==> config.mk <==
export PLATFORM = sky130hd
export DESIGN_NAME = rv_hazard_unit
export DESIGN_NICKNAME = d
export VERILOG_FILES = /design/src/rtl/rv_core_pkg.sv /design/src/rtl/rv_hazard_unit.sv
export VERILOG_INCLUDE_DIRS = /design/src /design/src/rtl
export SDC_FILE = /design/constraint.sdc
export NUM_CORES = 1
export LEC_CHECK = 0
export ABC_CLOCK_PERIOD_IN_PS = 1200
export BUFFER_PORTS_ARGS = -buffer_cell sky130_fd_sc_hd__buf_4
export CORE_AREA = 2 2 39 41
export DETAILED_ROUTE_END_ITERATION = 8
export DIE_AREA = 0 0 41 43
export GPL_TIMING_DRIVEN = 0
export PLACE_DENSITY = 0.84
export SLEW_MARGIN = 10
export SYNTH_ARGS = -nofsm -noshare
export SYNTH_HDL_FRONTEND = slang
export SYNTH_SLANG_ARGS = --single-unit
==> constraint.sdc <==
create_clock -name vclk -period 1.2
set_input_delay 0.18 -clock vclk [all_inputs]
set_output_delay 0.18 -clock vclk [all_outputs]
set_load 0.01 [all_outputs]
==> src/rtl/rv_core_defines.svh <==
`ifndef RV_CORE_DEFINES_SVH
`define RV_CORE_DEFINES_SVH

// Integer datapath width
`define RV_XLEN 32

// Architectural register count, x0 included
`define RV_NUM_REGS 32

// Instruction memory depth in 32-bit words
`define RV_IMEM_WORDS 256

// Data memory depth in 32-bit words
`define RV_DMEM_WORDS 256

// First fetch address after reset
`define RV_RESET_PC 32'h0000_0000

`endif

==> src/rtl/rv_core_pkg.sv <==
`include "rv_core_defines.svh"

package rv_core_pkg;

    typedef logic [`RV_XLEN-1:0]             word_t;
    typedef logic [`RV_XLEN-1:0]             addr_t;
    typedef logic [$clog2(`RV_NUM_REGS)-1:0] reg_idx_t;
    typedef logic [2:0]                      funct3_t;

    typedef enum logic [3:0] {
        ALU_ADD,
        ALU_SUB,
        ALU_SLL,
        ALU_SLT,
        ALU_SLTU,
        ALU_XOR,
        ALU_SRL,
        ALU_SRA,
        ALU_OR,
        ALU_AND,
        ALU_PASS_B
    } alu_op_e;

    typedef enum logic {
        OPA_RS1,
        OPA_PC
    } opa_sel_e;

    typedef enum logic [1:0] {
        OPB_RS2,
        OPB_IMM,
        OPB_PC4
    } opb_sel_e;

    // Operand source for the execute stage
    typedef enum logic [1:0] {
        FWD_RF,
        FWD_MEM,
        FWD_WB
    } fwd_sel_e;

    typedef struct packed {
        logic     insn_vld;
        logic     rd_wren;
        logic     mem_wren;
        logic     mem_rden;
        logic     wb_sel;    // 1 selects load data for writeback
        logic     is_br;
        logic     is_jal;
        logic     is_jalr;
        opa_sel_e opa_sel;
        opb_sel_e opb_sel;
        alu_op_e  alu_op;
    } ctrl_t;

    typedef struct packed {
        addr_t pc;
        addr_t pc_plus4;
        word_t instr;
    } ifid_t;

    typedef struct packed {
        ctrl_t    ctrl;
        addr_t    pc;
        addr_t    pc_plus4;
        word_t    rs1_data;
        word_t    rs2_data;
        word_t    imm;
        funct3_t  funct3;
        reg_idx_t rs1;
        reg_idx_t rs2;
        reg_idx_t rd;
    } idex_t;

    typedef struct packed {
        ctrl_t    ctrl;
        addr_t    pc;
        word_t    alu_data;
        word_t    st_data;
        addr_t    br_addr;
        logic     pcsel;
        reg_idx_t rd;
    } exmem_t;

    typedef struct packed {
        logic     insn_vld;
        logic     rd_wren;
        addr_t    pc;
        reg_idx_t rd;
        word_t    rd_data;
    } memwb_t;

endpackage

==> src/rtl/rv_hazard_unit.sv <==
`timescale 1ns/1ps

module rv_hazard_unit import rv_core_pkg::*; (
    input  reg_idx_t i_id_rs1,
    input  reg_idx_t i_id_rs2,
    input  reg_idx_t i_ex_rd,
    input  reg_idx_t i_mem_rd,
    input  reg_idx_t i_wb_rd,
    input  reg_idx_t i_ex_rs1,
    input  reg_idx_t i_ex_rs2,
    input  logic     i_ex_mem_rden,
    input  logic     i_mem_rd_wren,
    input  logic     i_wb_rd_wren,
    input  logic     i_mem_pcsel,
    output fwd_sel_e o_rs1_sel,
    output fwd_sel_e o_rs2_sel,
    output logic     o_pc_wren,
    output logic     o_ifid_wren,
    output logic     o_idex_bubble,
    output logic     o_flush
);

    logic load_use;

    // Youngest producer wins, x0 is never forwarded
    function automatic fwd_sel_e fwd_pick(reg_idx_t src);
        if (src == '0) begin
            return FWD_RF;
        end
        if (i_mem_rd_wren && i_mem_rd == src) begin
            return FWD_MEM;
        end
        if (i_wb_rd_wren && i_wb_rd == src) begin
            return FWD_WB;
        end
        return FWD_RF;
    endfunction

    always_comb begin
        o_rs1_sel = fwd_pick(i_ex_rs1);
        o_rs2_sel = fwd_pick(i_ex_rs2);
    end

    // Load data only exists after the memory stage
    assign load_use = i_ex_mem_rden && (i_ex_rd != '0) &&
                      (i_ex_rd == i_id_rs1 || i_ex_rd == i_id_rs2);

    assign o_flush = i_mem_pcsel;

    // A redirect overrides the stall and loads the target
    assign o_pc_wren     = o_flush || !load_use;
    assign o_ifid_wren   = o_flush || !load_use;
    assign o_idex_bubble = load_use && !o_flush;

endmodule

* After elaboration in Yosys (flattened, before gate mapping) *
Cells that the tools add are included.

operators by class
  equality and inequality tests = 6
  muxes and demuxes = 24
  reduce and logical (&&, ||, !) cells = 14

operators with widths
  operator           number
  $eq 5x5->1         6
  $mux 2             12
  $mux 1             12
  $logic_not 5->1    2
  $logic_and 1x1->1  7
  $reduce_bool 5->1  1
  $logic_not 1->1    2
  $logic_or 1x1->1   2

storage, ports and cells
  bits in registers = 0
  input bits = 39

* Longest topological paths before layout *
  depth after elaboration = 9
  mapped depth = 5

* Worst setup path before layout *
OpenSTA, ideal clock, no wires.

  path type = input to output
  from = in i_ex_rd[1]
  to = out o_pc_wren
  data arrival time = 1.186 ns
  data required time = 1.020 ns
  path slack = -0.166 ns
  cell stages on the path = 5
  cell sequence = or4_1 nor2_1 nor3b_1 o21ai_0 buf_4

on the way
  cells in the longest elaborated chain, start to end = 5

ends and longest elaborated chain
  what                                                          line                                        text
  from (decl)                                                   rv_hazard_unit.sv:6                         input reg_idx_t i_ex_rd,
  $eq 5x5->1 / $reduce_bool 5->1 (equally long branches)        rv_hazard_unit.sv:46, rv_hazard_unit.sv:45
  $logic_or 1x1->1 / $logic_and 1x1->1 (equally long branches)  rv_hazard_unit.sv:46, rv_hazard_unit.sv:45
  $logic_and 1x1->1 *                                           rv_hazard_unit.sv:45                        assign load_use = i_ex_mem_rden && (i_ex_rd != '0) &&
  $logic_not 1->1 *                                             -
  $logic_or 1x1->1 *                                            -
  to (decl)                                                     rv_hazard_unit.sv:17                        output logic o_pc_wren,

Every way passes the cells marked *; elsewhere a longest branch is shown, timed or not.

* Final worst setup path *
  from = in i_ex_rd[3]
  to = out o_pc_wren

on the way
  cells in the longest elaborated chain, start to end = 5

ends and longest elaborated chain
  what                                                          line                                        text
  $eq 5x5->1 / $reduce_bool 5->1 (equally long branches)        rv_hazard_unit.sv:46, rv_hazard_unit.sv:45
  $logic_or 1x1->1 / $logic_and 1x1->1 (equally long branches)  rv_hazard_unit.sv:46, rv_hazard_unit.sv:45
  $logic_and 1x1->1 *                                           rv_hazard_unit.sv:45
  $logic_not 1->1 *                                             rv_hazard_unit.sv:51                        assign o_pc_wren = o_flush || !load_use;
  $logic_or 1x1->1 *                                            rv_hazard_unit.sv:51

Marked as above.

==> results.yml <==
power_and_ir_drop:
  power_frac_comb: 1.000
  powerDensity_nw_per_um2: 326
  pwr-share-seq: 0
  switching_share: 0.386
  power.leakage_nw: 0.416
  p_sw_mw: 0.122
  p_clk_frac: 0
  ir_worst_vdd_mv: 0.189
  p_int_mw: 0.194
finish:
  num-clock-buffers: 0
  seq_area_um2: 0
  drive_above_1_share: 0.607
  utilization: 0.701
  area_growth_pct: 131
  layout.nets: 148
  seq_cell_count: 0
  mostFrequentLayoutCells: "39 x buf_4, 18 x xnor2_1, 10 x xor2_1"
  final_common_cell: "buf_4"
  num_antenna_cells: 0
  final_area_um2: 970
global_route:
  grt_max_degree: 4
  antenna_found_initial: 0
  grt_overflow: 0
  grt_usage: 0.186
  grt_pass1_wl_um: 2340
  grt_pass1_vias: 594
critical_path:
  critPathKind: "primary input to output pin"
  required_ns: 1.02
  end_kind: "output pin"
  cp_max_fo: 3
  critPathLaunchType: "primary input"
  worstPathArrival_ns: 1.28
yosys:
  synth_mux_area_frac: 0
  synthSimpleGateAreaFrac: 0.307
  synth_cell_types: 14
  synth-compound-area-share: 0.0299
  yosysWarnings: 0
  synth_fa_ha_area_frac: 0
  postSynthAreaPerCell_um2: 7.35
  synth_top_family_by_area: "XOR/XNOR gates"
  synth_area_um2: 419
  synth-xor-area-share: 0.627
  synth_cells: 57
  syn_nets: 96
  seq_area_frac_synth: 0
place:
  place_congestion: 0.756
  post-dp-hpwl_um: 1320
  dpl-instance-area_um2: 801
  place_ws_ns: -0.321
  io_buffers: 47
floorplan:
  row_count: 14
  start_util: 0.303
  pin_count: 47
  die-area_um2: 1760
  die_w_um: 41
  placeableCoreArea_um2: 1380
  die_height_um: 43
timing:
  whs_ns: 0.657
  tightest_slew_ns: 0.319
  post-route-period-util: 1.22
  fin_crit_ns: 1.46
  drv_slew: 0
  fin_tns_setup_ns: -1.32
  grt_setup_unrepaired: "yes"
  relSlewSlack: 0.786
  timing.fmax_mhz: 683
  setup_viol: 7
  finalHoldViolations: 0
  setup_ws_ns: -0.264
status:
  status: "complete, but fails checks"
  violations: "setup timing"
route:
  drc: 0
  dr.pass1.iters: 4
  wl_per_cell_um: 13.2
  vias: 619
  drt-initial-drc-count: 2
  routed_wl_um: 1630
  vias_per_cell: 5.03
  ant_nets: 0
clock_tree:
  ctsHoldBuffers: 0
flow_run:
  maxCapViolations: 0
min_path:
  hold_start: "i_mem_pcsel"
  holdPathStages: 3
  hold_path_class: "primary input to output pin"
  min_to: "o_flush"
[synth_stat cells]
cell type,count,area share
nand4_1,2,0.030
xnor2_1,18,0.38
nor4_1,2,0.030
nor2_1,5,0.045
xor2_1,12,0.25
nor4b_1,2,0.042
or4_1,3,0.054
nand3_1,4,0.048
o21ai_0,1,0.012
nor3_1,2,0.024
buf_4,2,0.036
nand2_1,2,0.018
nor3b_1,1,0.018
o21a_1,1,0.018
[cell type report]
type	count	area, um^2
Fill cell	104	414
Tap cell	16	20.0
Buffer	2	15.0
Multi-Input combinational cell	55	492
Timing Repair Buffer	50	443
[timing repair]
action / CTS / global route
setup endpoints to repair: 7 / 7
hold endpoints to repair: 0 / 0
resized for setup: 28 / 5
buffers inserted: 3 / 0
pin swaps: 13 / 3
[how the worst max path moves through the flow]
stage	start	endpoint	slack, ns
floorplan	i_ex_rd[1]	o_pc_wren	-0.09
global placement	i_ex_rd[1]	o_pc_wren	-0.31
detailed placement	i_ex_rd[1]	o_pc_wren	-0.32
CTS	i_ex_rd[3]	o_pc_wren	-0.25
global route	i_ex_rd[3]	o_pc_wren	-0.28
finish	i_ex_rd[3]	o_pc_wren	-0.26
[power by group through the flow]
stage	Clock [mW]	Combinational, mW	Sequential (mW)
after floorplan	0	0.105	0
after global placement	0	0.255	0
after detailed placement	0	0.262	0
after CTS	0	0.308	0
after global routing	0	0.340	0
final	0	0.316	0
[critical path: stages]
cell and delay, ns:
buf_8 0.10, or4_4 0.54, nor2_4 0.12, nor3b_4 0.06, o21ai_2 0.07, buf_4 0.13, buf_6 0.09
[metrics by stage]
step / power [mW] / cells
after floorplan: 0.105 / 57
after global placement: 0.255 / 120
after detailed placement: 0.262 / 120
after CTS: 0.308 / 123
after global routing: 0.340 / 123
final: 0.316 / 123
[cells by family (layout without fill, tap and decap cells)]
| group | count (synthesis) | in the layout |
|---|---|---|
| compound gates | 2 | 2 |
| simple gates | 23 | 23 |
| buf+inv | 2 | 52 |
| xor+xnor | 30 | 30 |
[routing by layer]
layer,global-route usage,routed length [um],vias to the layer above
li1,-,-,296
met1,0.162,514,273
met2,0.372,829,48
met3,0.0628,259,2
met4,0.0267,22,0
met5,0,0,-
Note: power is estimated with default switching activity, not from simulation.
