**src/rtl/rv_core_defines.svh**
```systemverilog
`ifndef RV_CORE_DEFINES_SVH
`define RV_CORE_DEFINES_SVH

// Integer datapath width
`define RV_XLEN 32

// Architectural register count, x0 included
`define RV_NUM_REGS 32

// Instruction memory depth in 32-bit words
`define RV_IMEM_WORDS 256

// Data memory depth in 32-bit words
`define RV_DMEM_WORDS 256

// First fetch address after reset
`define RV_RESET_PC 32'h0000_0000

`endif

```
**src/rtl/rv_core_pkg.sv**
```systemverilog
`include "rv_core_defines.svh"

package rv_core_pkg;

    typedef logic [`RV_XLEN-1:0]             word_t;
    typedef logic [`RV_XLEN-1:0]             addr_t;
    typedef logic [$clog2(`RV_NUM_REGS)-1:0] reg_idx_t;
    typedef logic [2:0]                      funct3_t;

    typedef enum logic [3:0] {
        ALU_ADD,
        ALU_SUB,
        ALU_SLL,
        ALU_SLT,
        ALU_SLTU,
        ALU_XOR,
        ALU_SRL,
        ALU_SRA,
        ALU_OR,
        ALU_AND,
        ALU_PASS_B
    } alu_op_e;

    typedef enum logic {
        OPA_RS1,
        OPA_PC
    } opa_sel_e;

    typedef enum logic [1:0] {
        OPB_RS2,
        OPB_IMM,
        OPB_PC4
    } opb_sel_e;

    // Operand source for the execute stage
    typedef enum logic [1:0] {
        FWD_RF,
        FWD_MEM,
        FWD_WB
    } fwd_sel_e;

    typedef struct packed {
        logic     insn_vld;
        logic     rd_wren;
        logic     mem_wren;
        logic     mem_rden;
        logic     wb_sel;    // 1 selects load data for writeback
        logic     is_br;
        logic     is_jal;
        logic     is_jalr;
        opa_sel_e opa_sel;
        opb_sel_e opb_sel;
        alu_op_e  alu_op;
    } ctrl_t;

    typedef struct packed {
        addr_t pc;
        addr_t pc_plus4;
        word_t instr;
    } ifid_t;

    typedef struct packed {
        ctrl_t    ctrl;
        addr_t    pc;
        addr_t    pc_plus4;
        word_t    rs1_data;
        word_t    rs2_data;
        word_t    imm;
        funct3_t  funct3;
        reg_idx_t rs1;
        reg_idx_t rs2;
        reg_idx_t rd;
    } idex_t;

    typedef struct packed {
        ctrl_t    ctrl;
        addr_t    pc;
        word_t    alu_data;
        word_t    st_data;
        addr_t    br_addr;
        logic     pcsel;
        reg_idx_t rd;
    } exmem_t;

    typedef struct packed {
        logic     insn_vld;
        logic     rd_wren;
        addr_t    pc;
        reg_idx_t rd;
        word_t    rd_data;
    } memwb_t;

endpackage

```
**src/rtl/rv_decoder.sv**
```systemverilog
`timescale 1ns/1ps

module rv_decoder import rv_core_pkg::*; (
    input  word_t i_instr,
    output ctrl_t o_ctrl,
    output word_t o_imm
);

    localparam logic [6:0] OPC_LUI    = 7'b0110111;
    localparam logic [6:0] OPC_AUIPC  = 7'b0010111;
    localparam logic [6:0] OPC_JAL    = 7'b1101111;
    localparam logic [6:0] OPC_JALR   = 7'b1100111;
    localparam logic [6:0] OPC_BRANCH = 7'b1100011;
    localparam logic [6:0] OPC_LOAD   = 7'b0000011;
    localparam logic [6:0] OPC_STORE  = 7'b0100011;
    localparam logic [6:0] OPC_OP_IMM = 7'b0010011;
    localparam logic [6:0] OPC_OP     = 7'b0110011;

    logic [6:0] opcode;
    logic [6:0] funct7;
    funct3_t    funct3;
    word_t      imm_i;
    word_t      imm_s;
    word_t      imm_b;
    word_t      imm_u;
    word_t      imm_j;

    assign opcode = i_instr[6:0];
    assign funct3 = i_instr[14:12];
    assign funct7 = i_instr[31:25];

    assign imm_i = {{20{i_instr[31]}}, i_instr[31:20]};
    assign imm_s = {{20{i_instr[31]}}, i_instr[31:25], i_instr[11:7]};
    assign imm_b = {{19{i_instr[31]}}, i_instr[31], i_instr[7], i_instr[30:25],
                    i_instr[11:8], 1'b0};
    assign imm_u = {i_instr[31:12], 12'h000};
    assign imm_j = {{11{i_instr[31]}}, i_instr[31], i_instr[19:12], i_instr[20],
                    i_instr[30:21], 1'b0};

    // alt picks SUB or SRA in the shared funct3 slots
    function automatic alu_op_e alu_from_funct3(funct3_t f3, logic alt);
        case (f3)
            3'b000:  return alt ? ALU_SUB : ALU_ADD;
            3'b001:  return ALU_SLL;
            3'b010:  return ALU_SLT;
            3'b011:  return ALU_SLTU;
            3'b100:  return ALU_XOR;
            3'b101:  return alt ? ALU_SRA : ALU_SRL;
            3'b110:  return ALU_OR;
            default: return ALU_AND;
        endcase
    endfunction

    always_comb begin
        o_ctrl         = '0;
        o_ctrl.opa_sel = OPA_RS1;
        o_ctrl.opb_sel = OPB_IMM;
        o_ctrl.alu_op  = ALU_ADD;
        o_imm          = imm_i;
        case (opcode)
            OPC_OP: begin
                o_ctrl.opb_sel  = OPB_RS2;
                o_ctrl.insn_vld = (funct7 == 7'b0000000) ||
                                  (funct7 == 7'b0100000 &&
                                   (funct3 == 3'b000 || funct3 == 3'b101));
                o_ctrl.rd_wren  = o_ctrl.insn_vld;
                o_ctrl.alu_op   = alu_from_funct3(funct3, funct7[5]);
            end
            OPC_OP_IMM: begin
                // Shift amounts leave funct7 in the upper immediate bits
                o_ctrl.insn_vld = (funct3 == 3'b001) ? (funct7 == 7'b0000000) :
                                  (funct3 == 3'b101) ? (funct7 == 7'b0000000 ||
                                                        funct7 == 7'b0100000) : 1'b1;
                o_ctrl.rd_wren  = o_ctrl.insn_vld;
                o_ctrl.alu_op   = alu_from_funct3(funct3, funct3 == 3'b101 && funct7[5]);
            end
            OPC_LUI: begin
                o_ctrl.insn_vld = 1'b1;
                o_ctrl.rd_wren  = 1'b1;
                o_ctrl.alu_op   = ALU_PASS_B;
                o_imm           = imm_u;
            end
            OPC_AUIPC: begin
                o_ctrl.insn_vld = 1'b1;
                o_ctrl.rd_wren  = 1'b1;
                o_ctrl.opa_sel  = OPA_PC;
                o_imm           = imm_u;
            end
            OPC_JAL: begin
                o_ctrl.insn_vld = 1'b1;
                o_ctrl.rd_wren  = 1'b1;
                o_ctrl.is_jal   = 1'b1;
                o_ctrl.opb_sel  = OPB_PC4;
                o_ctrl.alu_op   = ALU_PASS_B;
                o_imm           = imm_j;
            end
            OPC_JALR: begin
                o_ctrl.insn_vld = (funct3 == 3'b000);
                o_ctrl.rd_wren  = o_ctrl.insn_vld;
                o_ctrl.is_jalr  = o_ctrl.insn_vld;
                o_ctrl.opb_sel  = OPB_PC4;
                o_ctrl.alu_op   = ALU_PASS_B;
            end
            OPC_BRANCH: begin
                // 010 and 011 have no branch defined
                o_ctrl.insn_vld = (funct3[2:1] != 2'b01);
                o_ctrl.is_br    = o_ctrl.insn_vld;
                o_imm           = imm_b;
            end
            OPC_LOAD: begin
                o_ctrl.insn_vld = (funct3 == 3'b010);
                o_ctrl.rd_wren  = o_ctrl.insn_vld;
                o_ctrl.mem_rden = o_ctrl.insn_vld;
                o_ctrl.wb_sel   = 1'b1;
            end
            OPC_STORE: begin
                o_ctrl.insn_vld = (funct3 == 3'b010);
                o_ctrl.mem_wren = o_ctrl.insn_vld;
                o_imm           = imm_s;
            end
            default: begin
                o_ctrl.insn_vld = 1'b0;
            end
        endcase
    end

endmodule

```
**config.mk**
```make
export PLATFORM = sky130hd
export DESIGN_NAME = rv_decoder
export DESIGN_NICKNAME = d
export VERILOG_FILES = /design/src/rtl/rv_core_pkg.sv /design/src/rtl/rv_decoder.sv
export VERILOG_INCLUDE_DIRS = /design/src /design/src/rtl
export SDC_FILE = /design/constraint.sdc
export NUM_CORES = 1
export LEC_CHECK = 0
export BUFFER_PORTS_ARGS = -buffer_cell sky130_fd_sc_hd__buf_2
export CORE_MARGIN = 10
export CORE_UTILIZATION = 40
export DETAILED_ROUTE_END_ITERATION = 8
export PLACE_DENSITY = 0.88
export SYNTH_ARGS = -nofsm -noshare
export SYNTH_HDL_FRONTEND = slang
export SYNTH_SLANG_ARGS = --single-unit
```
**constraint.sdc**
```tcl
create_clock -name vclk -period 2.4
set_input_delay 0.24 -clock vclk [all_inputs]
set_output_delay 0.24 -clock vclk [all_outputs]
set_load 0.05 [all_outputs]
```
== Yosys cells after proc, flatten, opt, wreduce, memory -nomap -nowiden ==
Cells that the tools add are included.
Widths: inputs -> output; s select.

* Register bits: 0
* Bits of input ports: 32
* Output and inout bits: 47
* Logic and storage cells: 48

* Equality and inequality tests: 17
* Muxes and demuxes: 19
* Reduce and logical (&&, ||, !) cells: 12

{| class="wikitable"
|+ Operators by type and width
! cell !! count
|-
| $pmux 31 s4 || 1
|-
| $pmux 4 s7 || 2
|-
| $eq 7x6->1 const B || 4
|-
| $eq 7x7->1 const B || 3
|-
| $eq 7x5->1 const B || 2
|-
| $pmux 4 s3 || 1
|-
| $mux 1 || 11
|-
| $eq 3x3->1 const B || 3
|-
| $eq 7x2->1 const B || 1
|-
| $logic_not 7->1 || 1
|-
| $eq 3x2->1 const B || 2
|-
| $pmux 1 s6 || 1
|-
| $reduce_or 2->1 || 3
|-
| $reduce_or 3->1 || 2
|-
| $pmux 1 s5 || 1
|-
| $pmux 2 s2 || 1
|-
| $eq 3x1->1 const B || 1
|-
| $logic_not 3->1 || 1
|-
| $logic_or 1x1->1 || 3
|-
| $logic_and 1x1->1 || 2
|-
| $mux 2 || 1
|-
| $ne 2x1->1 const B || 1
|}

== Depth between registers and ports, before layout ==
* Depth in word-level cells: 5
* Depth in mapped cells: 6
* Gate-level depth less buffers: 4

== Worst setup path after synthesis ==
OpenSTA, ideal clock, no wires.

* Path type: in2out
* Start point: in i_instr[12]
* End point: out o_ctrl[14] in the netlist's numbering
* Arrival time: 2386 ps
* Data required time: 2160 ps
* Slack: -226 ps
* Stages: 5
* Path buffers: 1
* Cell sequence: clkbuf_1 > or3b_2 > nor4_2 > nor2_1 > nand4_1

{| class="wikitable"
|+ RTL lines
! item !! line !! source
|-
| start, declared || rv_decoder.sv:4 || <nowiki>input word_t i_instr,</nowiki>
|-
| end, declared || rv_decoder.sv:5 || <nowiki>output ctrl_t o_ctrl,</nowiki>
|}

== Worst setup path after layout ==
* Start point: in i_instr[6]
* End point: out o_imm[11]

* Longest elaborated chain between the ends: 3
* Elaborated cells between the ends (all ways): 7
* Those cells by class: 5 x eq/ne; 1 x mux; 1 x reduce/logical

{| class="wikitable"
|+ Ends and longest elaborated chain
! item !! line !! source
|-
| $eq 7x5->1 or $eq 7x6->1 (tied branches) || rv_decoder.sv:60 || <nowiki>case (opcode)</nowiki>
|-
| $reduce_or 2->1 (no line) || - ||
|-
| $pmux 31 s4 * || rv_decoder.sv:60 ||
|-
| end, declared || rv_decoder.sv:6 || <nowiki>output word_t o_imm</nowiki>
|}

Every way passes the cells marked *; elsewhere a longest branch is shown, timed or not.

==> results.sh <==
export IMPL_vias_per_cell=5.33
export IMPL_worst_pin_slew_ns=0.472
export IMPL_seq_cell_count=0
export IMPL_antenna_found_initial=0
export IMPL_crit_type="in -> out"
export IMPL_drc=0
export IMPL_period_share_pct=82.0
export IMPL_initial_core_util_pct=42.3
export IMPL_dr_pass1_iters=4
export IMPL_drtIter0Drc=51
export IMPL_synth_area_per_cell_um2=6.70
export IMPL_final_hold_viol_count=0
export IMPL_die_w_um=62.7
export IMPL_ant_nets=0
export IMPL_pin_count=79
export IMPL_worstSetupStartpoint="i_instr[6]"
export IMPL_maxSlewViolCount=0
export IMPL_row_count=15
export IMPL_leakagePower_uw=0.000683
export IMPL_final_seq_area_um2=0
export IMPL_port_buffers=79
export IMPL_arrival_ns=1.73
export IMPL_nFillCells=166
export IMPL_worstSetupEndpointType="output pin"
export IMPL_start_kind="input port"
export IMPL_powerDensity_nw_per_um2=248
export IMPL_fin_setup_tns_ns=0
export IMPL_routabilityCongestion=0.827
export IMPL_dp_cells=203
export IMPL_layout_setup_ws_ns=0.432
export IMPL_hold_path_endpoint="o_imm[31]"
export IMPL_ys_warn_count=0
export IMPL_core_um2=1730
export IMPL_cts_resized=0
export IMPL_use_met2_pct=29.7
export IMPL_holdWs_ns=0.812
export IMPL_cts_setup_buffers=0
export IMPL_drive_gt1_share_pct=52.2
export IMPL_grt_ovfl_total=0
export IMPL_final_common_cell="buf_2"
export IMPL_ir_drop_mv=0.211
export IMPL_maxSlewHeadroom_pct=68.3
export IMPL_synth_area_um2=731
export IMPL_pre_cts_ws_ns=0.446
export IMPL_clock_fmax_mhz=508
export IMPL_synth_nets=141
export IMPL_final_cells=203
export IMPL_holdCritPathClass="in -> out"
export IMPL_wirelength_mm=3.24
export IMPL_drt_wirelength_per_cell_um=16.0
export IMPL_gr_usage_all_layers_pct=14.9
export IMPL_hpwl_mm=2.82
export IMPL_use_met3_pct=3.76
export IMPL_antenna_cells=0
export IMPL_clock_buffers=0
export IMPL_drv_cap=0
export IMPL_hold_depth=2
export IMPL_grt_max_degree=20
export IMPL_synthCells=109
export IMPL_nNetsFinal=212
export IMPL_num_vias=1082
export IMPL_outcome="complete, no violations"
export IMPL_crit_fanout=19
export IMPL_setup_viol=0
export IMPL_cp_required_ns=2.16
export IMPL_grt_util_met1_pct=14.7
export IMPL_grt_pass1_vias=1140
export IMPL_final_cell_mix="79 x buf_2, 19 x a21o_1, 9 x nor2b_1"
export IMPL_dieArea_um2=3940
export IMPL_min_from="i_instr[31]"
export IMPL_seq_area_frac_synth_pct=0
export IMPL_grt_pass1_wl_mm=5.11
export IMPL_die_h_um=62.7
export IMPL_grt_busiest_layer="met2"
export IMPL_fin_crit_ns=1.97
export IMPL_grt_setup_unrepaired="false"
export IMPL_yosys_cell_types_count=37
export IMPL_syn_to_final_growth_pct=52.4
export IMPL_postCtsHoldBufs=0
## Yosys cell counts (all sizes together)
cell    number  share of area [%]
nor4         4                4.3
nand4b       1                2.1
or3b         2                2.4
a31oi        1               0.86
nand2b       2                1.7
or3          1               0.86
a21o        19                 20
and3         1               0.86
nand4        1               0.86
o21ai        6                4.1
inv          3                1.5
nor3         8                9.1
a311o        1                1.4
nor2         9                5.3
buf         10                8.9
clkbuf       2                1.0
xor2         1                1.2
a22o         4                4.8
a211oi       1                1.0
nor2b        9                7.7
nand2        5                2.6
or2          2                1.7
a211o        1                1.2
nand3b       3                4.8
nand3        4                2.7
mux2i        2                2.7
or4          2                2.1
a21oi        4                2.7
## worst max-delay path: stages
cell and delay (ns):
buf_2 0.16, nand3b_4 0.23, nor3_4 0.24, buf_4 0.26, nor2_2 0.08, a311o_1 0.30
buf_2 0.21
## per-layer routing
metal,routed length [µm],part of all wire [%]
met1,1270,39
met2,1700,52
met3,221,6.8
met4,60,1.8
met5,0,0
## worst max path at each step
stage	endpoint	slack, ns	cells after the start
final	o_imm[11]	0.43	7
after global routing	o_imm[11]	0.33	7
after CTS	o_imm[11]	0.45	7
after detailed placement	o_imm[11]	0.45	7
after global placement	o_imm[11]	0.48	7
after floorplan	o_ctrl[1]	-0.06	4
## layout make-up
type                            count  area, µm²  share of cell area [%]
Multi-Input combinational cell     94        661                    59.3
Inverter                            3       11.3                    1.01
Timing Repair Buffer               81        410                    36.9
Tap cell                           25       31.3                    2.81
## where the power goes
| group | switching (µW) | internal (µW) | leakage (µW) |
|---|---|---|---|
| logic | 200 | 75.9 | 0.000683 |
| clock network | 0 | 0 | 0 |
| registers | 0 | 0 | 0 |
| total | 200 | 75.9 | 0.000683 |
## through the flow
| stage | instance area [µm²] | total power, µW | utilization [%] |
|---|---|---|---|
| 5_1_grt | 1110 | 292 | 64.5 |
| 6_report | 1110 | 276 | 64.5 |
| 3_3_place_gp | 1110 | 272 | 64.5 |
| 3_5_place_dp | 1110 | 276 | 64.5 |
| 2_1_floorplan | 744 | 204 | - |
| 4_1_cts | 1110 | 277 | 64.5 |
## cells by family after synthesis
kind of cell	Yosys count	synth area share (%)
AND/OR/NAND/NOR	54	49.0
buffers and inverters	15	11.5
multiplexers	2	2.74
AO/OA/AOI/OAI	37	35.6
XOR/XNOR	1	1.20
Power figures use the tool's default switching activity.
