File: src/rtl/rv_core_defines.svh
`ifndef RV_CORE_DEFINES_SVH
`define RV_CORE_DEFINES_SVH

// Integer datapath width
`define RV_XLEN 32

// Architectural register count, x0 included
`define RV_NUM_REGS 32

// Instruction memory depth in 32-bit words
`define RV_IMEM_WORDS 256

// Data memory depth in 32-bit words
`define RV_DMEM_WORDS 256

// First fetch address after reset
`define RV_RESET_PC 32'h0000_0000

`endif

File: src/rtl/rv_core_pkg.sv
`include "rv_core_defines.svh"

package rv_core_pkg;

    typedef logic [`RV_XLEN-1:0]             word_t;
    typedef logic [`RV_XLEN-1:0]             addr_t;
    typedef logic [$clog2(`RV_NUM_REGS)-1:0] reg_idx_t;
    typedef logic [2:0]                      funct3_t;

    typedef enum logic [3:0] {
        ALU_ADD,
        ALU_SUB,
        ALU_SLL,
        ALU_SLT,
        ALU_SLTU,
        ALU_XOR,
        ALU_SRL,
        ALU_SRA,
        ALU_OR,
        ALU_AND,
        ALU_PASS_B
    } alu_op_e;

    typedef enum logic {
        OPA_RS1,
        OPA_PC
    } opa_sel_e;

    typedef enum logic [1:0] {
        OPB_RS2,
        OPB_IMM,
        OPB_PC4
    } opb_sel_e;

    // Operand source for the execute stage
    typedef enum logic [1:0] {
        FWD_RF,
        FWD_MEM,
        FWD_WB
    } fwd_sel_e;

    typedef struct packed {
        logic     insn_vld;
        logic     rd_wren;
        logic     mem_wren;
        logic     mem_rden;
        logic     wb_sel;    // 1 selects load data for writeback
        logic     is_br;
        logic     is_jal;
        logic     is_jalr;
        opa_sel_e opa_sel;
        opb_sel_e opb_sel;
        alu_op_e  alu_op;
    } ctrl_t;

    typedef struct packed {
        addr_t pc;
        addr_t pc_plus4;
        word_t instr;
    } ifid_t;

    typedef struct packed {
        ctrl_t    ctrl;
        addr_t    pc;
        addr_t    pc_plus4;
        word_t    rs1_data;
        word_t    rs2_data;
        word_t    imm;
        funct3_t  funct3;
        reg_idx_t rs1;
        reg_idx_t rs2;
        reg_idx_t rd;
    } idex_t;

    typedef struct packed {
        ctrl_t    ctrl;
        addr_t    pc;
        word_t    alu_data;
        word_t    st_data;
        addr_t    br_addr;
        logic     pcsel;
        reg_idx_t rd;
    } exmem_t;

    typedef struct packed {
        logic     insn_vld;
        logic     rd_wren;
        addr_t    pc;
        reg_idx_t rd;
        word_t    rd_data;
    } memwb_t;

endpackage

File: src/rtl/rv_execute.sv
`timescale 1ns/1ps

module rv_execute import rv_core_pkg::*; (
    input  idex_t    i_idex,
    input  fwd_sel_e i_rs1_sel,
    input  fwd_sel_e i_rs2_sel,
    input  word_t    i_mem_fwd,
    input  word_t    i_wb_fwd,
    output word_t    o_alu_data,
    output word_t    o_rs2_fwd,
    output addr_t    o_br_addr,
    output logic     o_pcsel
);

    word_t      rs1_val;
    word_t      opa;
    word_t      opb;
    logic [4:0] shamt;
    logic       br_taken;

    function automatic word_t fwd_value(fwd_sel_e sel, word_t rf_data);
        case (sel)
            FWD_MEM: return i_mem_fwd;
            FWD_WB:  return i_wb_fwd;
            default: return rf_data;
        endcase
    endfunction

    always_comb begin
        rs1_val   = fwd_value(i_rs1_sel, i_idex.rs1_data);
        o_rs2_fwd = fwd_value(i_rs2_sel, i_idex.rs2_data);
    end

    assign opa = (i_idex.ctrl.opa_sel == OPA_PC) ? i_idex.pc : rs1_val;

    always_comb begin
        case (i_idex.ctrl.opb_sel)
            OPB_IMM: opb = i_idex.imm;
            OPB_PC4: opb = i_idex.pc_plus4;
            default: opb = o_rs2_fwd;
        endcase
    end

    assign shamt = opb[4:0];

    always_comb begin
        case (i_idex.ctrl.alu_op)
            ALU_SUB:    o_alu_data = opa - opb;
            ALU_SLL:    o_alu_data = opa << shamt;
            ALU_SLT:    o_alu_data = word_t'($signed(opa) < $signed(opb));
            ALU_SLTU:   o_alu_data = word_t'(opa < opb);
            ALU_XOR:    o_alu_data = opa ^ opb;
            ALU_SRL:    o_alu_data = opa >> shamt;
            ALU_SRA:    o_alu_data = word_t'($signed(opa) >>> shamt);
            ALU_OR:     o_alu_data = opa | opb;
            ALU_AND:    o_alu_data = opa & opb;
            ALU_PASS_B: o_alu_data = opb;
            default:    o_alu_data = opa + opb;
        endcase
    end

    // Compare uses forwarded register values, never the ALU operands
    always_comb begin
        case (i_idex.funct3)
            3'b000:  br_taken = (rs1_val == o_rs2_fwd);
            3'b001:  br_taken = (rs1_val != o_rs2_fwd);
            3'b100:  br_taken = ($signed(rs1_val) < $signed(o_rs2_fwd));
            3'b101:  br_taken = ($signed(rs1_val) >= $signed(o_rs2_fwd));
            3'b110:  br_taken = (rs1_val < o_rs2_fwd);
            3'b111:  br_taken = (rs1_val >= o_rs2_fwd);
            default: br_taken = 1'b0;
        endcase
    end

    assign o_pcsel = i_idex.ctrl.is_jal || i_idex.ctrl.is_jalr ||
                     (i_idex.ctrl.is_br && br_taken);

    always_comb begin
        o_br_addr = (i_idex.ctrl.is_jalr ? rs1_val : i_idex.pc) + i_idex.imm;
        // JALR target has bit 0 cleared
        if (i_idex.ctrl.is_jalr) begin
            o_br_addr[0] = 1'b0;
        end
    end

endmodule

File: config.mk
export PLATFORM = sky130hd
export DESIGN_NAME = rv_execute
export DESIGN_NICKNAME = d
export VERILOG_FILES = /design/src/rtl/rv_core_pkg.sv /design/src/rtl/rv_execute.sv
export VERILOG_INCLUDE_DIRS = /design/src /design/src/rtl
export SDC_FILE = /design/constraint.sdc
export NUM_CORES = 1
export LEC_CHECK = 0
export ABC_AREA = 1
export BUFFER_PORTS_ARGS = -buffer_cell sky130_fd_sc_hd__buf_2
export CAP_MARGIN = 10
export CORE_ASPECT_RATIO = 1.4
export CORE_MARGIN = 8
export CORE_UTILIZATION = 55
export DETAILED_ROUTE_END_ITERATION = 8
export GPL_TIMING_DRIVEN = 0
export PLACE_DENSITY = 0.88
export SLEW_MARGIN = 10
export SYNTH_ARGS = -nofsm -noshare
export SYNTH_HDL_FRONTEND = slang
export SYNTH_SLANG_ARGS = --single-unit
File: constraint.sdc
create_clock -name vclk -period 4.2
set_input_delay 0 -clock vclk [all_inputs]
set_output_delay 0 -clock vclk [all_outputs]
set_load 0.005 [all_outputs]
==> qor.log, run 1 <==
qor: run_status.status aborted with a tool error
qor: run_status.stop_stage global routing (5_1_grt)
qor: run_status.toolErrorMsg [ERROR GRT-0116] Global routing finished with congestion. Check the congestion regions in the DRC Viewer.
qor: clock_network.postCtsResizedCells 29
qor: placed_design.gpl.final_weighted_congestion 1.26
qor: yosys.syn_inst 2,978
qor: placed_design.dpl.hpwl 80,900 um
qor: global_route.grt_util_all_layers 61.9%
qor: clock_network.cts_hold_repair.buffers 0
qor: yosys.synth_nets 3,408
qor: placed_design.pre_cts_slack -0.717 ns
qor: global_route.grt_start_max_net_pins 18
qor: floorplanning.std_cell_rows 72
qor: floorplanning.io_pins 358
qor: placed_design.port_buffers 338
qor: global_route.grt_pass1_vias 24,200
qor: global_route.grt_first_pass_wirelength 153,000 um
qor: yosys.yosysWarnings 0
qor: floorplanning.initial_utilization 55.4%
qor: floorplanning.chipWidth 156 um
qor: floorplanning.die_height 212 um
qor: yosys.ys_types 50
qor: yosys.synth_sequential_area_ratio 0%
qor: clock_network.cts_post_setup_buffers_inserted 0
qor: global_route.global_route.overflow_total 29
qor: yosys.netlist_area 15,200 um2
qor: yosys.post_synth.cell_area_avg 5.09 um2
[routing by layer]
metal	overflow	GRT usage, %
met1	0	60.3
met2	15	84.8
met3	1	39.0
met4	13	64.6
met5	0	8.44
[per-stage QoR]
stage	instances	utilization, %	cell area (um2)	setup TNS, ns	hold WS, ns
floorplan	2978	-	15200	0	0.0311
CTS	3685	63.5	17400	0	0.269
global placement	3686	63.2	17300	-9.10	0.257
detailed placement	3686	63.2	17300	-9.95	0.270
[cells in the mapped netlist (5+ instances only)]
cell type / number / share of area, %
sky130_fd_sc_hd__or2_1: 5 / 0.21
sky130_fd_sc_hd__a21oi_1: 192 / 6.3
sky130_fd_sc_hd__xor2_1: 27 / 1.6
sky130_fd_sc_hd__or2_0: 6 / 0.25
sky130_fd_sc_hd__a221oi_1: 12 / 0.69
sky130_fd_sc_hd__o21bai_1: 13 / 0.64
sky130_fd_sc_hd__inv_1: 346 / 8.6
sky130_fd_sc_hd__buf_2: 61 / 2.0
sky130_fd_sc_hd__nand2_2: 6 / 0.25
sky130_fd_sc_hd__clkbuf_1: 65 / 1.6
sky130_fd_sc_hd__ha_1: 166 / 14
sky130_fd_sc_hd__o211ai_1: 30 / 1.5
sky130_fd_sc_hd__buf_6: 7 / 0.52
sky130_fd_sc_hd__o21a_1: 10 / 0.49
sky130_fd_sc_hd__xnor2_1: 11 / 0.64
sky130_fd_sc_hd__buf_4: 7 / 0.35
sky130_fd_sc_hd__or2_2: 49 / 2.0
sky130_fd_sc_hd__o21ai_0: 210 / 6.9
sky130_fd_sc_hd__a21boi_0: 6 / 0.30
sky130_fd_sc_hd__o21ai_1: 34 / 1.1
sky130_fd_sc_hd__a31oi_1: 7 / 0.29
sky130_fd_sc_hd__nand4_1: 33 / 1.4
sky130_fd_sc_hd__nor2_1: 203 / 5.0
sky130_fd_sc_hd__a211oi_1: 10 / 0.49
sky130_fd_sc_hd__and2_1: 8 / 0.33
sky130_fd_sc_hd__nor4_1: 5 / 0.21
sky130_fd_sc_hd__nand3_1: 378 / 12
sky130_fd_sc_hd__inv_2: 8 / 0.20
sky130_fd_sc_hd__a21o_1: 7 / 0.35
sky130_fd_sc_hd__o22ai_1: 11 / 0.45
sky130_fd_sc_hd__nor3_1: 28 / 0.92
sky130_fd_sc_hd__a22o_1: 52 / 3.0
sky130_fd_sc_hd__nand2_1: 929 / 23
sky130_fd_sc_hd__o221ai_1: 5 / 0.29
[kinds of logic after synthesis]
group                      synth area share (%)
xor gates and xnor gates                   2.19
adders and majority gates                  14.1
AOI/OAI and AO/OA                          23.8
and+or+nand+nor                            46.5
buffers and inverters                      13.4
==> inputs of run 2 (changes only) <==
--- a/config.mk
+++ b/config.mk
@@ -9,12 +9,11 @@
 export ABC_AREA = 1
 export BUFFER_PORTS_ARGS = -buffer_cell sky130_fd_sc_hd__buf_2
 export CAP_MARGIN = 10
-export CORE_ASPECT_RATIO = 1.4
 export CORE_MARGIN = 8
-export CORE_UTILIZATION = 55
+export CORE_UTILIZATION = 40
 export DETAILED_ROUTE_END_ITERATION = 8
 export GPL_TIMING_DRIVEN = 0
-export PLACE_DENSITY = 0.88
+export PLACE_DENSITY_LB_ADDON = 0.15
 export SLEW_MARGIN = 10
 export SYNTH_ARGS = -nofsm -noshare
 export SYNTH_HDL_FRONTEND = slang
==> run 2 against run 1 <==
The flow now finishes without violations. Synthesized cell count stayed put. Synthesized area unchanged.
==> qor.log, run 2 <==
qor: yosys.ys_types 50 [unchanged]
qor: yosys.post_synth.cell_area_avg 5.09 um2 [unchanged]
qor: finish.drive_gt1_share 17.7%
qor: finish.layout.clock_buffers 0
qor: drt.drt-vias-per-instance 6.22
qor: floorplanning.core_area 37,500 um2
qor: sta.hold-worst-slack 0.275 ns
qor: yosys.synth_sequential_area_ratio 0% [unchanged]
qor: setup_path.worst-path-buf-inv 8
qor: finish.fillerInstances 4,364
qor: finish.final_design_area_excluding_fillers 17,900 um2
qor: yosys.synth-adder-area-share 14.1% [unchanged]
qor: drt.firstDrtPassIters 9
qor: finish.multi_input_comb_area 13,500 um2
qor: yosys.netlist_area 15,200 um2 [unchanged]
qor: floorplanning.fp.dieArea 44,400 um2
qor: finish.final_common_cell sky130_fd_sc_hd__nand2_1
qor: run_status.status finished clean [was aborted with a tool error]
qor: finish.final-seq-area 0 um2
qor: yosys.synth_simple_gate_area_share 46.5% [unchanged]
qor: setup_path.worstSetupEndpointType output pin
qor: drt.postRouteWirelength 101,000 um
qor: sta.max_slew.worst_pin.slew 0.976 ns
qor: yosys.yosysWarnings 0 [unchanged]
qor: yosys.synth_compound_area_share 23.8% [unchanged]
qor: sta.rsz0062_at_grt yes
qor: yosys.yosys-top-cells-area sky130_fd_sc_hd__nand2_1, sky130_fd_sc_hd__ha_1, sky130_fd_sc_hd__nand3_1 [unchanged]
qor: setup_path.max_stage_delay 0.37 ns
qor: setup_path.timing.critical_path.mode_cell sky130_fd_sc_hd__nand2_1
qor: pwr.cellLeakagePower 9.62 nW
qor: pwr.peak_supply_drop 132 uV
qor: hold_path.holdCritPathClass in2out
qor: setup_path.crit_path_max_fanout 11
qor: sta.setup_tns 0 ns
qor: placed_design.postPlaceCellArea 17,500 um2 [was 17,300 um2]
qor: floorplanning.std_cell_rows 71 [was 72]
qor: finish.layout_common_cells sky130_fd_sc_hd__nand2_1, sky130_fd_sc_hd__buf_2, sky130_fd_sc_hd__nand3_1
qor: clock_network.cts_hold_repair.buffers 0 [unchanged]
qor: global_route.grt_first_pass_wirelength 144,000 um
qor: floorplanning.chipWidth 211 um [was 156 um]
qor: yosys.synthDominantAreaCellType sky130_fd_sc_hd__nand2_1 [unchanged]
qor: floorplanning.initial_utilization 40.5% [was 55.4%]
qor: sta.fmax 239 MHz
qor: setup_path.cp-start-kind input pin
qor: drt.via_count 23,800
qor: setup_path.worst_ep_arrival_time 4.19 ns
qor: global_route.global_route.overflow_total 0
qor: yosys.synth_nets 3,408 [unchanged]
qor: setup_path.critical_path_required 4.20 ns
qor: sta.fin_crit 4.19 ns
qor: placed_design.gpl.final_weighted_congestion 1.11 [was 1.26]
qor: pwr.power-per-cell-area 287 nW/um2
qor: yosys.synthMostInstantiatedCell sky130_fd_sc_hd__nand2_1 [unchanged]
qor: yosys.post_synth_most_frequent_cells sky130_fd_sc_hd__nand2_1, sky130_fd_sc_hd__nand3_1, sky130_fd_sc_hd__inv_1 [unchanged]
qor: yosys.syn_inst 2,978 [unchanged]
qor: global_route.grt_start_max_net_pins 14
qor: setup_path.cp_slowest_cell sky130_fd_sc_hd__ha_1
qor: job.drv_cap 0
qor: drt.routed_wirelength_normalized_by_instance_count 26.3 um
qor: sta.maxSlewHeadroom 34.9%
qor: setup_path.path_class in2out
qor: yosys.netlist.area_leader.share 23.0% [unchanged]
qor: yosys.synth_mux_area_share 0% [unchanged]
qor: placed_design.port_buffers 338 [unchanged]
qor: sta.slew_viol_final 0
qor: finish.n_sequential_cell 0
qor: finish.num-nets-final 3,739
qor: drt.drc_violations_left 0
qor: global_route.grt_util_all_layers 42.9%
qor: global_route.antenna_found_initial 10
qor: yosys.main_combinational_cell_family_by_area_after_synthesis simple AND/OR/NAND/NOR gates [unchanged]
qor: yosys.synthesized_area_fraction_occupied_by_xor_and_xnor_cells 2.19% [unchanged]
qor: finish.syn2layout_area_growth 18.0%
qor: floorplanning.die_height 211 um [was 212 um]
qor: floorplanning.io_pins 358 [unchanged]
qor: placed_design.dpl.hpwl 86,900 um [was 80,900 um]
qor: drt.antenna_left 0
qor: global_route.grt_pass1_vias 22,500
qor: sta.final_hold_vio_count 0
qor: drt.drt_first_iter_violations 3,498
qor: sta.setup_viol_count_final 0
qor: sta.part_of_the_cycle_the_worst_path_needs 99.8%
qor: setup_path.worst_path_dominant_cell_family buffers and inverters
## run 2: report_power, final
group           total (mW)  internal [mW]  switching, mW  leakage (nW)
Clock          0.000000255    0.000000255              0     0.0000507
Sequential               0              0              0             0
Combinational         5.13           1.52           3.62          9.62
## run 2: through the flow
step                cells  utilization [%]  worst slack, ns  total power [mW]
floorplan            2978                -             1.13              2.89
global placement     3827             46.7           -0.667              4.71
detailed placement   3827             46.7           -0.702              4.74
CTS                  3823             47.0           0.0140              4.82
global route         3821             47.7          -0.0709              5.43
finish               3826             47.7          0.00941              5.13
## run 2: cell type report
cell class                      count  share of cell area [%]
Timing Repair Buffer              344                    9.71
Multi-Input combinational cell   2479                    75.3
Inverter                          355                    7.48
Tap cell                          511                    3.57
Antenna cell                        8                   0.112
Buffer                            129                    3.78
## run 2: per-layer routing
metal	share of wire, %	track usage (%)
met1	36	49.2
met2	44	70.0
met3	12	9.88
met4	9.1	30.2
met5	0.035	0
## run 2: worst min-delay path: stages
cell,delay (ns)
sky130_fd_sc_hd__buf_2,0.08
sky130_fd_sc_hd__nor2_1,0.03
sky130_fd_sc_hd__nand2_1,0.06
sky130_fd_sc_hd__buf_2,0.11
## run 2: path summary, 6_finish.rpt
| check | end | start | cells after the start | slack, ns |
|---|---|---|---|---|
| max | o_alu_data[0] | i_rs2_sel[0] | 25 | 0.009 |
| min | o_pcsel | i_idex[186] | 4 | 0.28 |
## run 2: kinds of logic (layout without fill, tap and decap cells)
family,Yosys count,count (layout)
simple gates,1658,1658
compound gates,614,614
xor+xnor,38,38
buf+inv,499,828
other cells,0,8
fa+ha+maj,169,169
## run 2: what timing repair did
item / CTS / global route
resized for setup: 72 / 92
pin swaps: 2 / 6
setup endpoints to repair: 27 / 32
setup buffers: 1 / 5
(Power assumes the default switching activity.)
==> inputs of run 3 (changes only) <==
--- a/config.mk
+++ b/config.mk
@@ -6,7 +6,6 @@
 export SDC_FILE = /design/constraint.sdc
 export NUM_CORES = 1
 export LEC_CHECK = 0
-export ABC_AREA = 1
 export BUFFER_PORTS_ARGS = -buffer_cell sky130_fd_sc_hd__buf_2
 export CAP_MARGIN = 10
 export CORE_MARGIN = 8
==> run 3 against run 2 <==
The run now ends with negative setup slack left. Global-route usage up 3.2 points. Sequential cell count is the same. Via count down 7.7%. Die area shrank 5.4%. Sequential share of layout area unchanged. Fmax is 2.9% lower. Worst setup slack worse by 0.12 ns. Highest routed layer unchanged.
==> qor.log, run 3 <==
qor: clock_network.cts_hold_repair.buffers 0 [unchanged]
qor: global_route.global_route.overflow_total 0 [unchanged]
qor: setup_path.worst_ep_arrival_time 4.31 ns [was 4.19 ns]
qor: sta.final.setup.worst_slack -0.114 ns [was 0.00941 ns]
qor: setup_path.cp_cell_sequence buf_8, inv_4, ha_4, buf_4, buf_4, a221oi_2, o31ai_4, ha_2, inv_1, a21oi_1, o31a_1, a211oi_4, o311a_1, nor3_4, a21oi_4, a211oi_2, mux2i_1, nand4_1, buf_2
qor: finish.layout_common_cells sky130_fd_sc_hd__buf_2, sky130_fd_sc_hd__nor2_1, sky130_fd_sc_hd__nand2_1 [was sky130_fd_sc_hd__nand2_1, sky130_fd_sc_hd__buf_2, sky130_fd_sc_hd__nand3_1]
qor: pwr.fraction_of_power_consumed_by_sequential_logic 0% [about the same]
qor: drt.drt-vias-per-instance 7.15 [was 6.22]
qor: floorplanning.chipWidth 205 um [was 211 um]
qor: global_route.grt_util_all_layers 46.1% [was 42.9%]
qor: sta.maxSlewHeadroom 22.2% [was 34.9%]
qor: finish.syn2layout_area_growth 37.9% [was 18.0%]
qor: pwr.peak_supply_drop 182 uV [was 132 uV]
qor: yosys.synth_nets 2,594 [was 3,408]
qor: pwr.power.share.combinational 100.0% [about the same]
qor: finish.num-nets-final 3,041 [was 3,739]
qor: run_status.violations_in_the_final_reports negative setup slack
qor: sta.setup_viol_count_final 3 [was 0]
qor: placed_design.dpl.hpwl 80,600 um [was 86,900 um]
qor: drt.routedLengthMet1 36,500 um [was 36,000 um]
qor: finish.final-seq-area 0 um2 [unchanged]
qor: yosys.syn_inst 2,164 [was 2,978]
qor: setup_path.critical_path_required 4.20 ns [about the same]
qor: drt.firstDrtPassIters 6 [was 9]
qor: yosys.yosys-top-cells-area sky130_fd_sc_hd__ha_1, sky130_fd_sc_hd__a21oi_1, sky130_fd_sc_hd__nor2_1 [was sky130_fd_sc_hd__nand2_1, sky130_fd_sc_hd__ha_1, sky130_fd_sc_hd__nand3_1]
qor: sta.slew_viol_final 0 [unchanged]
qor: pwr.cellLeakagePower 8.48 nW [was 9.62 nW]
qor: setup_path.path_class in2out [unchanged]
qor: setup_path.max_stage_delay 0.54 ns [was 0.37 ns]
qor: pwr.clockPowerShare 0% [about the same]
qor: drt.top_layer met5 [unchanged]
qor: pwr.cell_internal_pwr 2.31 mW [was 1.52 mW]
qor: sta.setup_tns -0.214 ns [was 0 ns]
qor: yosys.post_synth.cell_area_avg 6.60 um2 [was 5.09 um2]
qor: pwr.power.switching_fraction 63.7% [was 70.4%]
qor: global_route.grt_pass1_vias 20,900 [was 22,500]
qor: finish.drive_gt1_share 34.7% [was 17.7%]
qor: floorplanning.std_cell_rows 69 [was 71]
qor: pwr.finalPower 6.36 mW [was 5.13 mW]
qor: floorplanning.io_pins 358 [unchanged]
qor: drt.drt_first_iter_violations 3,390 [was 3,498]
qor: job.drv_cap 0 [unchanged]
qor: finish.multi_input_comb_area 14,500 um2 [was 13,500 um2]
qor: drt.antenna_left 0 [unchanged]
qor: floorplanning.core_area 35,400 um2 [was 37,500 um2]
qor: hold_path.holdCritPathClass in2out [unchanged]
qor: yosys.synth_sequential_area_ratio 0% [unchanged]
qor: setup_path.crit_path_max_fanout 10 [was 11]
qor: global_route.grt_first_pass_wirelength 144,000 um [about the same]
qor: drt.drc_violations_left 0 [unchanged]
qor: setup_path.worstSetupEndpointType output pin [unchanged]
qor: setup_path.cp_slowest_cell sky130_fd_sc_hd__ha_2 [was sky130_fd_sc_hd__ha_1]
qor: finish.final_common_cell sky130_fd_sc_hd__buf_2 [was sky130_fd_sc_hd__nand2_1]
qor: yosys.ys_types 88 [was 50]
qor: finish.n_sequential_cell 0 [unchanged]
qor: floorplanning.die_height 205 um [was 211 um]
qor: finish.fillerInstances 3,438 [was 4,364]
qor: yosys.netlist_area 14,300 um2 [was 15,200 um2]
qor: drt.routed_wirelength_normalized_by_instance_count 33.8 um [was 26.3 um]
qor: global_route.grt_start_max_net_pins 23 [was 14]
qor: drt.via_count 22,000 [was 23,800]
qor: yosys.post_synth_most_frequent_cells sky130_fd_sc_hd__a21oi_1, sky130_fd_sc_hd__nor2_1, sky130_fd_sc_hd__nand2_1 [was sky130_fd_sc_hd__nand2_1, sky130_fd_sc_hd__nand3_1, sky130_fd_sc_hd__inv_1]
qor: sta.hold-worst-slack 0.349 ns [was 0.275 ns]
qor: sta.fin_crit 4.31 ns [was 4.19 ns]
qor: setup_path.worst-path-buf-inv 6 [was 8]
qor: yosys.yosysWarnings 0 [unchanged]
qor: drt.wl_met2 41,300 um [was 43,900 um]
qor: global_route.antenna_found_initial 10 [unchanged]
qor: placed_design.port_buffers 333 [was 338]
qor: sta.fmax 232 MHz [was 239 MHz]
qor: yosys.netlist.area_leader.share 14.5% [was 23.0%]
qor: finish.layout.clock_buffers 0 [unchanged]
qor: yosys.synthDominantAreaCellType sky130_fd_sc_hd__ha_1 [was sky130_fd_sc_hd__nand2_1]
qor: floorplanning.fp.dieArea 42,000 um2 [was 44,400 um2]
qor: sta.final_hold_vio_count 0 [unchanged]
qor: setup_path.timing.critical_path.mode_cell sky130_fd_sc_hd__buf_4 [was sky130_fd_sc_hd__nand2_1]
qor: sta.rsz0062_at_grt yes [unchanged]
qor: placed_design.gpl.final_weighted_congestion 1.12 [was 1.11]
qor: floorplanning.initial_utilization 40.4% [was 40.5%]
qor: sta.max_slew.worst_pin.slew 1.16 ns [was 0.976 ns]
qor: sta.part_of_the_cycle_the_worst_path_needs 103% [was 99.8%]
qor: drt.met3_length 15,100 um [was 11,600 um]
qor: setup_path.worst_path_dominant_cell_family compound AO/OA/AOI/OAI gates [was buffers and inverters]
qor: pwr.power-per-cell-area 323 nW/um2 [was 287 nW/um2]
qor: placed_design.pre_cts_slack -2.40 ns [was -0.702 ns]
qor: run_status.status finished with violations [was finished clean]
qor: pwr.power_switching 4.05 mW [was 3.62 mW]
qor: setup_path.cp-start-kind input pin [unchanged]
qor: yosys.synthMostInstantiatedCell sky130_fd_sc_hd__a21oi_1 [was sky130_fd_sc_hd__nand2_1]
qor: drt.postRouteWirelength 104,000 um [was 101,000 um]
==> run 3: changes by cell type after synthesis, moves of 40 or more <==
cell and delta:
sky130_fd_sc_hd__nor3_1 +64, sky130_fd_sc_hd__nand2_1 -731, sky130_fd_sc_hd__nor2b_1 +46, sky130_fd_sc_hd__a22oi_1 +44, sky130_fd_sc_hd__o21ai_0 -59, sky130_fd_sc_hd__a221oi_1 +54
sky130_fd_sc_hd__inv_1 -209, sky130_fd_sc_hd__a22o_1 -49, sky130_fd_sc_hd__mux2_2 +43, sky130_fd_sc_hd__nand3_1 -343, sky130_fd_sc_hd__or2_2 -44, sky130_fd_sc_hd__mux2i_1 +40
==> run 3: path summary, 6_finish.rpt <==
path,from,to,cells past startpoint
min,i_idex[62],o_rs2_fwd[12],4
max,i_rs1_sel[0],o_alu_data[31],19
==> run 3: worst min-delay path, cell delays in order <==
cell	delay [ns]
sky130_fd_sc_hd__buf_2	0.08
sky130_fd_sc_hd__nand2_1	0.08
sky130_fd_sc_hd__o21ai_4	0.07
sky130_fd_sc_hd__buf_2	0.11
==> run 3: cell type report <==
type               count  share of cell area (%)
multi-input cells   1854                    73.7
repair buffers       466                    14.1
plain buffers        146                    6.27
well taps            461                    2.93
inverters            143                    2.90
diodes                 6                  0.0762
==> run 3: kinds of logic after synthesis <==
family | count (synthesis) | share of synthesized area [%]
adder cells (fa/ha/maj) | 169 | 15.0
AO/OA/AOI/OAI | 864 | 43.6
XOR/XNOR | 44 | 2.70
AND/OR/NAND/NOR | 691 | 22.6
buffers and inverters | 310 | 9.64
multiplexers | 86 | 6.54
==> run 3: what timing repair did <==
| item | CTS | global route |
|---|---|---|
| hold endpoints to repair | 0 | 0 |
| gates resized for setup | 379 | 146 |
| pin swaps | 73 | 65 |
| endpoints found under the setup margin | 49 | 33 |
| setup buffers | 71 | 60 |
| cloned | 1 | 1 |
==> run 3: metrics by stage <==
stage	area (um2)	cells	utilization (%)
global placement	16500	2958	46.7
detailed placement	16600	2961	46.8
floorplan	14300	2164	-
CTS	18600	3021	52.6
global route	19700	3075	55.7
finish	19700	3076	55.7
==> run 3: power by group through the flow <==
| stage | Sequential (mW) | Combinational, mW | Clock [mW] |
|---|---|---|---|
| floorplan | 0 | 3.09 | 0 |
| global placement | 0 | 5.05 | 0 |
| detailed placement | 0 | 5.05 | 0 |
| CTS | 0 | 5.68 | 0 |
| global route | 0 | 6.54 | 0.000000159 |
| finish | 0 | 6.36 | 0.000000162 |
==> run 3: metal layers <==
metal  track usage (%)  up-vias
met1              54.8    10200
met5             0.119        -
met4              36.1       10
met2              68.1     2175
li1                  -     9017
met3              14.5      561
